[config.mk]
export PLATFORM = sky130hd
export DESIGN_NAME = qla_top
export DESIGN_NICKNAME = d
export VERILOG_FILES = /design/src/qla_pkg.sv /design/src/qla_apb_slave.sv /design/src/qla_board_regs.sv /design/src/qla_enc_quad.sv /design/src/qla_safety_check.sv /design/src/qla_top.sv
export VERILOG_INCLUDE_DIRS = /design/src
export SDC_FILE = /design/constraint.sdc
export NUM_CORES = 1
export LEC_CHECK = 0
export ABC_AREA = 1
export BUFFER_PORTS_ARGS = -buffer_cell sky130_fd_sc_hd__buf_4
export CORE_ASPECT_RATIO = 0.7
export CORE_UTILIZATION = 33
export DETAILED_ROUTE_END_ITERATION = 10
export GPL_TIMING_DRIVEN = 0
export PLACE_DENSITY_LB_ADDON = 0.05
export SKIP_LAST_GASP = 1
export SYNTH_ARGS = -nofsm -noshare
export SYNTH_HDL_FRONTEND = slang
export SYNTH_SLANG_ARGS = --single-unit
export TNS_END_PERCENT = 10
[constraint.sdc]
create_clock -name sysclk -period 4.5 [get_ports sysclk]
set_input_delay 0.9 -clock sysclk [delete_from_list [all_inputs] [get_ports sysclk]]
set_output_delay 0.9 -clock sysclk [all_outputs]
set_load 0.01 [all_outputs]
[src/qla_cfg.svh]
`ifndef QLA_CFG_SVH
`define QLA_CFG_SVH

// ------------------------------
// sizes
// ------------------------------
`define QLA_NUM_AXES        4
`define QLA_ADDR_W          16        // apb address width
`define QLA_DATA_W          32
`define QLA_CUR_W           16        // adc / dac word
`define QLA_ENC_W           24        // quadrature count
`define QLA_CHAN_W          4
`define QLA_OFF_W           4

// ------------------------------
// address map
// ------------------------------
`define QLA_CHAN_LSB        4         // addr[7:4] channel, addr[3:0] offset
`define QLA_OFF_STATUS      4'd0      // channel 0
`define QLA_OFF_AMP_EN      4'd1      // channel 0
`define QLA_OFF_DOUT        4'd2      // channel 0
`define QLA_OFF_DAC_CMD     4'd1      // axis channels 1..4
`define QLA_OFF_ENC_LOAD    4'd2      // axis channels 1..4
`define QLA_OFF_ENC_DATA    4'd3      // axis channels 1..4
`define QLA_DOUT_BIDIR_BIT  4         // bidir flag in the dout word
`define QLA_STATUS_SIG      16'h0A51  // upper half of status

// ------------------------------
// safety check
// ------------------------------
`define QLA_CUR_MID         16'h8000  // zero current, offset binary
`define QLA_SAFETY_MARGIN   16'h0100
`define QLA_SAFETY_COUNT    8         // consecutive cycles before latch

`endif

[src/qla_pkg.sv]
`default_nettype none

`include "qla_cfg.svh"

package qla_pkg;

    // widths with a meaning of their own
    typedef logic        [`QLA_CUR_W-1:0]    cur_word_t;   // offset binary current
    typedef logic signed [`QLA_ENC_W-1:0]    enc_count_t;  // encoder position
    typedef logic        [`QLA_CHAN_W-1:0]   chan_t;
    typedef logic        [`QLA_OFF_W-1:0]    off_t;
    typedef logic        [`QLA_DATA_W-1:0]   reg_data_t;
    typedef logic        [`QLA_NUM_AXES-1:0] axis_vec_t;   // bit i = axis i+1

    // ------------------------------
    // register bus
    // ------------------------------

    // write strobe, one cycle after the apb access
    typedef struct packed {
        logic      wen;
        chan_t     chan;
        off_t      off;
        reg_data_t data;
    } reg_wr_t;

    // read address, straight from paddr
    typedef struct packed {
        chan_t chan;
        off_t  off;
    } reg_rd_t;

endpackage

`default_nettype wire

[src/qla_apb_slave.sv]
`timescale 1ns/10ps
`default_nettype none

`include "qla_cfg.svh"

module qla_apb_slave (
    input  logic                  sysclk,
    input  logic                  rst_n,
    input  logic                  psel,
    input  logic                  penable,
    input  logic                  pwrite,
    input  logic [`QLA_ADDR_W-1:0] paddr,
    input  qla_pkg::reg_data_t    pwdata,
    input  qla_pkg::reg_data_t    board_rdata,
    input  qla_pkg::reg_data_t    enc_rdata,
    output qla_pkg::reg_data_t    prdata,
    output logic                  pready,
    output logic                  pslverr,
    output qla_pkg::reg_wr_t      reg_wr,
    output qla_pkg::reg_rd_t      reg_rd
);

    localparam int HI_LSB = `QLA_CHAN_LSB + `QLA_CHAN_W;  // first unused addr bit

    logic               access;     // second apb phase
    logic               addr_ok;    // chan 0..4, upper bits clear
    logic               wen_q;
    qla_pkg::chan_t     chan_q;
    qla_pkg::off_t      off_q;
    qla_pkg::reg_data_t data_q;
    qla_pkg::reg_data_t rd_sel;

    assign reg_rd.chan = paddr[`QLA_CHAN_LSB +: `QLA_CHAN_W];
    assign reg_rd.off  = paddr[`QLA_CHAN_LSB-1:0];

    assign access  = psel && penable;
    assign addr_ok = (paddr[`QLA_ADDR_W-1:HI_LSB] == '0) &&
                     (reg_rd.chan <= qla_pkg::chan_t'(`QLA_NUM_AXES));

    assign pready  = 1'b1;                 // no wait states
    assign pslverr = access && !addr_ok;

    // ------------------------------
    // write strobe
    // ------------------------------
    always_ff @(posedge sysclk or negedge rst_n) begin
        if (!rst_n) begin
            wen_q <= 1'b0;
        end else begin
            wen_q <= access && pwrite && addr_ok;  // one-cycle pulse
        end
    end

    always_ff @(posedge sysclk) begin
        chan_q <= reg_rd.chan;   // payload follows the address every cycle
        off_q  <= reg_rd.off;
        data_q <= pwdata;
    end

    assign reg_wr = '{wen: wen_q, chan: chan_q, off: off_q, data: data_q};

    // ------------------------------
    // read mux
    // ------------------------------
    always_comb begin
        rd_sel = '0;
        if (reg_rd.chan == '0) begin
            rd_sel = board_rdata;                          // board i/o channel
        end else if (reg_rd.off == `QLA_OFF_DAC_CMD) begin
            rd_sel = board_rdata;
        end else if (reg_rd.off == `QLA_OFF_ENC_LOAD ||
                     reg_rd.off == `QLA_OFF_ENC_DATA) begin
            rd_sel = enc_rdata;
        end
    end

    assign prdata = (access && addr_ok) ? rd_sel : '0;   // bad address reads zero

endmodule

`default_nettype wire

[src/qla_board_regs.sv]
`timescale 1ns/10ps
`default_nettype none

`include "qla_cfg.svh"

module qla_board_regs (
    input  logic               sysclk,
    input  logic               rst_n,
    input  qla_pkg::reg_wr_t   reg_wr,
    input  qla_pkg::reg_rd_t   reg_rd,
    input  qla_pkg::chan_t     board_id,
    input  qla_pkg::axis_vec_t safety_disable,
    output qla_pkg::reg_data_t board_rdata,
    output qla_pkg::cur_word_t cur_cmd [`QLA_NUM_AXES],
    output qla_pkg::axis_vec_t amp_enable_out,
    output qla_pkg::axis_vec_t dout_pins,
    output logic               amp_en_wr
);

    localparam int AXIS_W = $clog2(`QLA_NUM_AXES);

    qla_pkg::axis_vec_t amp_mask;     // host enable request
    qla_pkg::axis_vec_t dout_val;
    logic               dout_bidir;   // invert outputs in bidir mode
    logic               chan0_wr;
    logic               dac_wr;
    logic [AXIS_W-1:0]  wr_axis;
    logic [AXIS_W-1:0]  rd_axis;
    qla_pkg::reg_data_t status;

    assign wr_axis = AXIS_W'(reg_wr.chan - 1'b1);
    assign rd_axis = AXIS_W'(reg_rd.chan - 1'b1);

    assign chan0_wr  = reg_wr.wen && (reg_wr.chan == '0);
    assign dac_wr    = reg_wr.wen && (reg_wr.chan != '0) && (reg_wr.off == `QLA_OFF_DAC_CMD);
    assign amp_en_wr = chan0_wr && (reg_wr.off == `QLA_OFF_AMP_EN);  // also clears faults

    // ------------------------------
    // channel 0 registers
    // ------------------------------
    always_ff @(posedge sysclk or negedge rst_n) begin
        if (!rst_n) begin
            amp_mask   <= '0;
            dout_val   <= '0;
            dout_bidir <= 1'b0;
        end else begin
            if (amp_en_wr) begin
                amp_mask <= reg_wr.data[`QLA_NUM_AXES-1:0];
            end
            if (chan0_wr && reg_wr.off == `QLA_OFF_DOUT) begin
                dout_val   <= reg_wr.data[`QLA_NUM_AXES-1:0];
                dout_bidir <= reg_wr.data[`QLA_DOUT_BIDIR_BIT];
            end
        end
    end

    // dac command words, midscale is zero current
    always_ff @(posedge sysclk or negedge rst_n) begin
        if (!rst_n) begin
            for (int i = 0; i < `QLA_NUM_AXES; i++) begin
                cur_cmd[i] <= `QLA_CUR_MID;
            end
        end else if (dac_wr) begin
            cur_cmd[wr_axis] <= reg_wr.data[`QLA_CUR_W-1:0];
        end
    end

    assign amp_enable_out = amp_mask & ~safety_disable;       // tripped axes forced off
    assign dout_pins      = dout_bidir ? ~dout_val : dout_val;

    // id, signature and live state
    assign status = {`QLA_STATUS_SIG, 3'b000, dout_bidir, board_id,
                     safety_disable, amp_enable_out};

    // ------------------------------
    // readback
    // ------------------------------
    always_comb begin
        board_rdata = '0;
        if (reg_rd.chan == '0) begin
            case (reg_rd.off)
                `QLA_OFF_STATUS: board_rdata = status;
                `QLA_OFF_AMP_EN: board_rdata = qla_pkg::reg_data_t'(amp_mask);
                `QLA_OFF_DOUT:   board_rdata = qla_pkg::reg_data_t'({dout_bidir, dout_val});
                default:         board_rdata = '0;
            endcase
        end else if (reg_rd.off == `QLA_OFF_DAC_CMD) begin
            board_rdata = qla_pkg::reg_data_t'(cur_cmd[rd_axis]);
        end
    end

endmodule

`default_nettype wire

[src/qla_enc_quad.sv]
`timescale 1ns/10ps
`default_nettype none

`include "qla_cfg.svh"

module qla_enc_quad (
    input  logic               sysclk,
    input  logic               rst_n,
    input  qla_pkg::axis_vec_t enc_a,
    input  qla_pkg::axis_vec_t enc_b,
    input  qla_pkg::reg_wr_t   reg_wr,
    input  qla_pkg::reg_rd_t   reg_rd,
    output qla_pkg::reg_data_t enc_rdata
);

    localparam int AXIS_W = $clog2(`QLA_NUM_AXES);
    localparam int EXT_W  = `QLA_DATA_W - `QLA_ENC_W;   // sign extension bits

    qla_pkg::axis_vec_t  a_s1, a_s2, a_q;   // two sync flops + previous state
    qla_pkg::axis_vec_t  b_s1, b_s2, b_q;
    qla_pkg::axis_vec_t  step;               // exactly one line changed
    qla_pkg::axis_vec_t  dir_up;
    qla_pkg::axis_vec_t  load;
    qla_pkg::enc_count_t count   [`QLA_NUM_AXES];
    qla_pkg::enc_count_t preload [`QLA_NUM_AXES];
    logic [AXIS_W-1:0]   wr_axis;
    logic [AXIS_W-1:0]   rd_axis;

    assign wr_axis = AXIS_W'(reg_wr.chan - 1'b1);   // chan 1..4 -> axis 0..3
    assign rd_axis = AXIS_W'(reg_rd.chan - 1'b1);

    // ------------------------------
    // synchronizers
    // ------------------------------
    always_ff @(posedge sysclk or negedge rst_n) begin
        if (!rst_n) begin
            a_s1 <= '0;
            a_s2 <= '0;
            a_q  <= '0;
            b_s1 <= '0;
            b_s2 <= '0;
            b_q  <= '0;
        end else begin
            a_s1 <= enc_a;
            a_s2 <= a_s1;
            a_q  <= a_s2;      // last seen state for the edge compare
            b_s1 <= enc_b;
            b_s2 <= b_s1;
            b_q  <= b_s2;
        end
    end

    // x4 decode, forward is 00 -> 10 -> 11 -> 01 (a leads b)
    for (genvar i = 0; i < `QLA_NUM_AXES; i++) begin : g_dec
        assign step[i]   = (a_s2[i] ^ a_q[i]) ^ (b_s2[i] ^ b_q[i]);  // double step gives 0
        assign dir_up[i] = a_s2[i] ^ b_q[i];
        assign load[i]   = reg_wr.wen && (reg_wr.chan != '0) &&
                           (reg_wr.off == `QLA_OFF_ENC_LOAD) &&
                           (wr_axis == AXIS_W'(i));
    end

    // ------------------------------
    // counters
    // ------------------------------
    always_ff @(posedge sysclk or negedge rst_n) begin
        if (!rst_n) begin
            for (int i = 0; i < `QLA_NUM_AXES; i++) begin
                count[i]   <= '0;
                preload[i] <= '0;
            end
        end else begin
            for (int i = 0; i < `QLA_NUM_AXES; i++) begin
                if (load[i]) begin                     // preload wins over a step
                    count[i]   <= reg_wr.data[`QLA_ENC_W-1:0];
                    preload[i] <= reg_wr.data[`QLA_ENC_W-1:0];
                end else if (step[i]) begin
                    count[i] <= dir_up[i] ? count[i] + 1'b1 : count[i] - 1'b1;
                end
            end
        end
    end

    // readback, both words sign-extended
    always_comb begin
        enc_rdata = '0;
        if (reg_rd.chan != '0) begin
            case (reg_rd.off)
                `QLA_OFF_ENC_DATA: enc_rdata = {{EXT_W{count[rd_axis][`QLA_ENC_W-1]}},
                                                count[rd_axis]};
                `QLA_OFF_ENC_LOAD: enc_rdata = {{EXT_W{preload[rd_axis][`QLA_ENC_W-1]}},
                                                preload[rd_axis]};
                default:           enc_rdata = '0;
            endcase
        end
    end

endmodule

`default_nettype wire

[src/qla_safety_check.sv]
`timescale 1ns/10ps
`default_nettype none

`include "qla_cfg.svh"

module qla_safety_check (
    input  logic               sysclk,
    input  logic               rst_n,
    input  qla_pkg::cur_word_t cur_fb  [`QLA_NUM_AXES],
    input  qla_pkg::cur_word_t cur_cmd [`QLA_NUM_AXES],
    input  logic               amp_en_wr,       // clear all latches
    output qla_pkg::axis_vec_t safety_disable
);

    localparam int CNT_W = $clog2(`QLA_SAFETY_COUNT + 1);
    localparam int LIM_W = `QLA_CUR_W + 2;      // room for 2*cmd + margin

    for (genvar i = 0; i < `QLA_NUM_AXES; i++) begin : g_axis
        qla_pkg::cur_word_t fb_mag;             // distance from midscale
        qla_pkg::cur_word_t cmd_mag;
        logic [LIM_W-1:0]   limit;
        logic               over;
        logic [CNT_W-1:0]   cnt;                // consecutive over-current cycles
        logic               tripped;

        assign fb_mag  = (cur_fb[i] >= `QLA_CUR_MID) ? cur_fb[i] - `QLA_CUR_MID
                                                     : `QLA_CUR_MID - cur_fb[i];
        assign cmd_mag = (cur_cmd[i] >= `QLA_CUR_MID) ? cur_cmd[i] - `QLA_CUR_MID
                                                      : `QLA_CUR_MID - cur_cmd[i];
        assign limit   = {1'b0, cmd_mag, 1'b0} + LIM_W'(`QLA_SAFETY_MARGIN);
        assign over    = LIM_W'(fb_mag) > limit;

        always_ff @(posedge sysclk or negedge rst_n) begin
            if (!rst_n) begin
                cnt     <= '0;
                tripped <= 1'b0;
            end else if (amp_en_wr) begin
                cnt     <= '0;
                tripped <= 1'b0;
            end else begin
                if (!over) begin
                    cnt <= '0;                                  // any gap restarts
                end else if (cnt != CNT_W'(`QLA_SAFETY_COUNT)) begin
                    cnt <= cnt + 1'b1;                          // saturate at the limit
                end
                if (cnt == CNT_W'(`QLA_SAFETY_COUNT)) begin
                    tripped <= 1'b1;                            // held until amp write
                end
            end
        end

        assign safety_disable[i] = tripped;
    end

endmodule

`default_nettype wire

[src/qla_top.sv]
`timescale 1ns/10ps
`default_nettype none

`include "qla_cfg.svh"

module qla_top (
    input  logic                  sysclk,
    input  logic                  rst_n,
    // apb slave port
    input  logic                  psel,
    input  logic                  penable,
    input  logic                  pwrite,
    input  logic [`QLA_ADDR_W-1:0] paddr,
    input  qla_pkg::reg_data_t    pwdata,
    output qla_pkg::reg_data_t    prdata,
    output logic                  pready,
    output logic                  pslverr,
    // axis i/o
    input  qla_pkg::axis_vec_t    enc_a,
    input  qla_pkg::axis_vec_t    enc_b,
    input  qla_pkg::cur_word_t    cur_fb [`QLA_NUM_AXES],   // adc words
    input  qla_pkg::chan_t        board_id,                 // rotary switch
    output qla_pkg::cur_word_t    cur_cmd [`QLA_NUM_AXES],  // dac words
    output qla_pkg::axis_vec_t    amp_enable_out,
    output qla_pkg::axis_vec_t    dout_pins
);

    // ------------------------------
    // local wires
    // ------------------------------
    qla_pkg::reg_wr_t   reg_wr;          // registered write strobe
    qla_pkg::reg_rd_t   reg_rd;          // read address
    qla_pkg::reg_data_t board_rdata;     // chan 0 + dac reads
    qla_pkg::reg_data_t enc_rdata;       // encoder reads
    qla_pkg::axis_vec_t safety_disable;  // latched over-current
    logic               amp_en_wr;       // clears the safety latches

    qla_apb_slave apb0 (
        .sysclk      (sysclk),
        .rst_n       (rst_n),
        .psel        (psel),
        .penable     (penable),
        .pwrite      (pwrite),
        .paddr       (paddr),
        .pwdata      (pwdata),
        .board_rdata (board_rdata),
        .enc_rdata   (enc_rdata),
        .prdata      (prdata),
        .pready      (pready),
        .pslverr     (pslverr),
        .reg_wr      (reg_wr),
        .reg_rd      (reg_rd)
    );

    qla_enc_quad enc0 (
        .sysclk    (sysclk),
        .rst_n     (rst_n),
        .enc_a     (enc_a),
        .enc_b     (enc_b),
        .reg_wr    (reg_wr),
        .reg_rd    (reg_rd),
        .enc_rdata (enc_rdata)
    );

    qla_board_regs chan0 (
        .sysclk         (sysclk),
        .rst_n          (rst_n),
        .reg_wr         (reg_wr),
        .reg_rd         (reg_rd),
        .board_id       (board_id),
        .safety_disable (safety_disable),
        .board_rdata    (board_rdata),
        .cur_cmd        (cur_cmd),
        .amp_enable_out (amp_enable_out),
        .dout_pins      (dout_pins),
        .amp_en_wr      (amp_en_wr)
    );

    qla_safety_check safe0 (
        .sysclk         (sysclk),
        .rst_n          (rst_n),
        .cur_fb         (cur_fb),
        .cur_cmd        (cur_cmd),
        .amp_en_wr      (amp_en_wr),
        .safety_disable (safety_disable)
    );

endmodule

`default_nettype wire

Word-level counts from Yosys, hierarchy flattened
Cells that the tools add are included.

storage, ports and cells
  register bits after elaboration = 342
  bits of input ports = 129

cells by class
  add/subtract/negate cells = 34
  $lt $le $gt $ge = 16
  equality and inequality tests = 20
  multiplexer cells = 61
  bitwise operators = 21
  reduce and logical (&&, ||, !) cells = 34

operator list
  cell                                                                  count
  24-bit 2-to-1 mux                                                     16
  16-bit 2-to-1 mux                                                     11
  32-bit 2-to-1 mux                                                     5
  16-bit >= comparator, second input constant                           8
  16-bit subtractor, first input constant                               8
  16-bit subtractor, second input constant                              8
  24-bit by 1-bit adder with 24-bit output, second input constant       4
  24-bit binary-select mux with 2-bit select                            2
  24-bit by 1-bit subtractor with 24-bit output, second input constant  4
  28-bit one-hot mux with 3 select lines                                1
  17-bit by 9-bit adder with 18-bit output, second input constant       4
  16-bit by 18-bit > comparator with 1-bit output                       4
  64-bit bitwise mux                                                    1
  32-bit one-hot mux with 2 select lines                                1
  4-bit 2-to-1 mux                                                      13
  16-bit binary-select mux with 2-bit select                            1
  16-bit demux with 2-bit select                                        1
  28-bit 2-to-1 mux                                                     1
  1-bit logical AND                                                     17
  4-bit by 1-bit adder with 4-bit output, second input constant         4
  4-bit == test, second input constant                                  4
  4-bit != test, second input constant                                  4
  2-bit nonzero test                                                    8
  1-bit XOR                                                             16
  19 further kinds                                                      40

Logic depth before layout (Yosys ltp)
  depth in word-level cells = 11
  mapped depth = 21

By module
From an unflattened synthesis, not the netlist that was laid out.

unflattened totals
  cell total of the unflattened synthesis = 4,372
  area total of the unflattened synthesis = 28,313.4 sq um

by module, submodules not included
  module            instances  cells each  area an instance (sq um)  sequential area each (sq um)
  qla_enc_quad      1          2,713       16,794.9                  5,405.2
  qla_safety_check  1          933         5,825.6                   500.5
  qla_board_regs    1          504         3,928.8                   1,831.8
  qla_apb_slave     1          222         1,764.2                   825.8

Worst setup path after synthesis
No wires, ideal clock.

  path kind = input-to-output
  start = input paddr[4]
  end = output prdata[24]
  arrival = 3.257 ns
  data required time = 3.600 ns
  slack = 0.343 ns
  cell stages on the path = 12
  cell sequence = buf_2 > inv_2 > buf_2 > clkbuf_1 > ha_1 > o21ai_1 > nor4_2 > nand4_1 > nor2_2 > nand3_1 > a21oi_1 > buf_4

between the ends
  longest elaborated chain between the ends = 11

RTL lines
  element                                                        RTL line                                RTL
  start, declared                                                qla_top.sv:13                           input logic [`QLA_ADDR_W-1:0] paddr,
  2-bit by 1-bit subtractor with 2-bit output                    qla_enc_quad.sv:30                      assign rd_axis = AXIS_W'(reg_rd.chan - 1'b1);
  2-bit inverter with 3-bit output (not written as such)         qla_enc_quad.sv:88, qla_enc_quad.sv:90
  24-bit binary-select mux with 2-bit select (on tied branches)  qla_enc_quad.sv:90, qla_enc_quad.sv:88
  24-bit 2-to-1 mux (on tied branches) (2 in series)             qla_enc_quad.sv:90, qla_enc_quad.sv:88
  32-bit one-hot mux with 2 select lines                         qla_enc_quad.sv:87                      case (reg_rd.off)
  32-bit 2-to-1 mux                                              qla_enc_quad.sv:86                      if (reg_rd.chan != '0) begin
  32-bit 2-to-1 mux                                              qla_apb_slave.sv:71                     end else if (reg_rd.off == `QLA_OFF_ENC_LOAD ||
  32-bit 2-to-1 mux                                              qla_apb_slave.sv:69                     end else if (reg_rd.off == `QLA_OFF_DAC_CMD) begin
  32-bit 2-to-1 mux                                              qla_apb_slave.sv:67                     if (reg_rd.chan == '0) begin
  32-bit 2-to-1 mux *                                            qla_apb_slave.sv:77                     assign prdata = (access && addr_ok) ? rd_sel : '0;
  end, declared                                                  qla_top.sv:15                           output qla_pkg::reg_data_t prdata,

Mark *: on every way between the ends. The rest lies on a longest branch, timed or not. The select of a mux whose other input is x is not followed.

Worst setup path after layout
  start = input paddr[4]
  end = output prdata[5]

between the ends
  longest elaborated chain between the ends = 11

RTL lines
  element                                                        RTL line
  2-bit by 1-bit subtractor with 2-bit output                    qla_board_regs.sv:32, qla_enc_quad.sv:30
  2-bit inverter with 3-bit output (not written as such)         qla_board_regs.sv:88, qla_enc_quad.sv:89, qla_enc_quad.sv:91
  24-bit binary-select mux with 2-bit select (on tied branches)  qla_enc_quad.sv:91, qla_enc_quad.sv:89
  24-bit 2-to-1 mux (on tied branches) (2 in series)             qla_enc_quad.sv:91, qla_enc_quad.sv:89
  32-bit one-hot mux with 2 select lines                         qla_enc_quad.sv:87
  32-bit 2-to-1 mux                                              qla_enc_quad.sv:86
  32-bit 2-to-1 mux                                              qla_apb_slave.sv:71
  32-bit 2-to-1 mux                                              qla_apb_slave.sv:69
  32-bit 2-to-1 mux                                              qla_apb_slave.sv:67
  32-bit 2-to-1 mux *                                            qla_apb_slave.sv:77

Marked as above.

==> flow_metrics.py <==
metrics = {
    "synth": {
        "synthDistinctLibCells": 57,
        "async_flop_share": 0.906,
        "synthTopCellsByArea": "dfrtp_1, nand2_1, ha_1",
        "syn_area_um2": 24800,
        "synth_seq_cells": 342,
        "seq_area_frac_synth": 0.338,
        "avgSynthCellArea_um2": 7.22,
        "yosys_warnings": 0,
        "synth_top_area_frac": 0.308,
        "synth_flop_cell": "dfrtp_1",
        "synth_commonest_cells": "nand2_1, o21ai_0, inv_1",
        "synthCells": 3437,
        "syn-num-nets": 3739,
        "yosysTopAreaCell": "dfrtp_1",
        "synth_most_common_cell": "nand2_1",
        "synth_edf_count": 0,
    },
    "placement": {
        "pre_cts_slack_ns": -1.95,
        "place_hpwl_um": 90400,
        "place_congestion": 1.01,
        "portBuffers": 223,
        "placed_cells": 4640,
    },
    "power_and_ir_drop": {
        "p_leak_uw": 0.0141,
        "powerDensity_nw_per_um2": 458,
        "total_power_uw": 13500,
        "peakVddDrop_v": 0.000276,
    },
    "sta": {
        "period_needed_ns": 4.54,
        "fin_worst_skew_ns": 0.0223,
        "rsz0062_at_grt": "yes",
        "fin_crit_sh": 1.01,
        "finalSetupViolations": 2,
        "drv_slew": 0,
        "postLayoutSetupSlackWorst_ns": -0.0411,
        "worst_pin_slew_ns": 1.16,
        "setup_tns_ns": -0.0749,
        "max_freq_mhz": 220,
        "slew_headroom": 0.222,
        "hold_viol_final": 0,
    },
    "layout": {
        "finalNonFillerCells": 4723,
        "fillers": 7856,
        "drive_above_1_share": 0.132,
        "finish.net_count": 4017,
        "area_delta_synth_final_pct": 19.1,
    },
    "clocking": {
        "cts_tree": "yes",
        "clockBufferDepth": 3,
        "postCtsHoldBufs": 0,
        "clk_pin_slew_ns": 0.07,
        "clockRootBuffer": "clkbuf_16",
        "cts.sinks": 342,
        "clk_latency_ns": 0.57,
        "htreeDepth": 2,
        "cts_buffers": 40,
    },
    "global_route": {
        "grt_max_degree": 113,
        "grt_pass1_wl_um": 160000,
        "overflow": 0,
        "grt_pass1_vias": 22600,
        "antenna_found_initial": 5,
        "grt_use_total": 0.287,
    },
    "route": {
        "vias_per_cell": 5.33,
        "ant_nets": 0,
        "route.detailed.drc": 0,
        "met3WireLength_um": 10400,
        "route.met2.wl_um": 39400,
        "drt-met1-wl_um": 58700,
        "first_iter_violations": 2887,
        "vias": 25200,
        "wire_per_inst_um": 23.4,
        "finalWirelength_um": 110000,
        "top_layer": "met4",
        "first_pass_iters": 7,
    },
    "setup_path": {
        "rr_endpoint": "safe0.g_axis[2].cnt[1]",
        "crit_type": "in2out",
        "crit_path_start": "paddr[4]",
        "crit_path_end_kind": "output pin",
        "timing.rr.start": "chan0.cur_cmd[16]",
        "start_kind": "input port",
        "crit_required_ns": 3.60,
        "rr_worst_depth": 18,
        "r2r_slack_ns": 0.61,
        "endpoint": "prdata[5]",
        "worstPathMaxFanout": 10,
        "cp_data_arrival_time_ns": 3.64,
    },
    "die": {
        "dieWidth_um": 330,
        "start_util": 0.336,
        "dieArea_um2": 76400,
        "io_pins": 235,
        "row_count": 83,
        "die_h_um": 232,
        "coreArea_um2": 73800,
    },
    "hold_path": {
        "holdCritPathClass": "in2async",
    },
    "status": {
        "outcome": "finished, violations left",
        "violations": "negative setup slack",
    },
    "run": {
        "cap_violations": 0,
    },
}
==> sequential cells by signal (all words and copies together), names as in the netlist <==
signal	cells
apb0.wen_q	1
enc0.a_s2	4
safe0.g_axis.tripped	4
enc0.b_s2	4
enc0.count	96
enc0.a_s1	4
chan0.dout_val	4
enc0.a_q	4
enc0.b_s1	4
apb0.data_q	24
enc0.preload	96
chan0.dout_bidir	1
apb0.chan_q	4
safe0.g_axis.cnt	16
enc0.b_q	4
apb0.off_q	4
chan0.amp_mask	4
chan0.cur_cmd	64
==> routing by layer <==
layer / GRT usage / vias to the layer above
met3: 0.0513 / 113
met1: 0.490 / 12000
met4: 0.0544 / 0
met2: 0.353 / 1024
li1: - / 12100
met5: 0 / -
==> per-stage QoR <==
step,hold slack (ns),utilization,area [µm²]
2_1_floorplan,0.331,-,24800
3_3_place_gp,0.332,0.376,27700
3_5_place_dp,0.335,0.377,27800
4_1_cts,0.123,0.399,29500
5_1_grt,0.137,0.401,29600
6_report,0.144,0.401,29600
==> kinds of logic after synthesis <==
logic type	share of synthesized area
flops	0.338
compound gates	0.193
other cells	0.000151
simple gates	0.232
fa+ha+maj	0.0884
xor+xnor	0.0662
buf+inv	0.0814
==> worst min-delay path by stage <==
| stage | cells after the start | startpoint | slack, ns | endpoint |
|---|---|---|---|---|
| after floorplan | 0 | enc0.a_s1[0] | 0.33 | enc0.a_s2[0] |
| after global placement | 0 | enc0.b_s1[2] | 0.33 | enc0.b_s2[2] |
| after detailed placement | 0 | enc0.a_s1[1] | 0.33 | enc0.a_s2[1] |
| after CTS | 1 | rst_n | 0.12 | enc0.count[92] |
| after global routing | 1 | rst_n | 0.14 | enc0.count[92] |
| final | 1 | rst_n | 0.14 | enc0.count[92] |
==> critical path: stages <==
cell      delay, ns
buf_4          0.13
buf_2          0.18
inv_4          0.10
buf_6          0.16
buf_8          0.16
ha_4           0.20
buf_2          0.14
clkbuf_2       0.24
a21oi_1        0.26
o21ai_0        0.24
a21oi_1        0.35
a311oi_4       0.12
nor2_1         0.25
buf_4          0.17
==> area by class of cell <==
type	instances	area, µm²	share of cell area
Inverter	403	1520	0.0513
Multi-Input combinational cell	2580	14700	0.496
Buffer	112	573	0.0194
Antenna cell	1	2.50	0.0000846
Tap cell	977	1220	0.0413
Sequential cell	342	8400	0.284
Clock inverter	16	174	0.00588
Timing Repair Buffer	236	1880	0.0634
Clock buffer	56	1140	0.0386
==> cells in the final DEF, fill, tap and decap left out, drive strengths merged, types with 14 or more instances in the layout <==
cell	synthesis	layout
nor2	251	251
nand2	836	836
o21ai	424	424
o221ai	21	21
o211ai	36	36
o21bai	22	22
dfrtp	306	306
ha	169	169
nand4	46	46
dfxtp	32	32
xor2	122	122
buf	53	290
a21oi	279	279
nand3	136	136
a211oi	14	14
nor3	45	45
clkbuf	59	113
inv	402	404
a31o	14	14
nor4	31	31
xnor2	61	61
==> report_power, final <==
group | leakage, µW | switching (µW) | total [µW] | internal, µW
sequential | 0.00435 | 800 | 4340 | 3540
clock | 0.000644 | 1450 | 3400 | 1950
combinational | 0.00914 | 3820 | 5800 | 1980
==> timing repair <==
item,in CTS,in global routing
setup buffers,6,4
setup endpoints to repair,32,25
cloned,0,0
pin swaps,12,6
resized for setup,87,11
No activity file was read; power rests on OpenSTA's default activity.
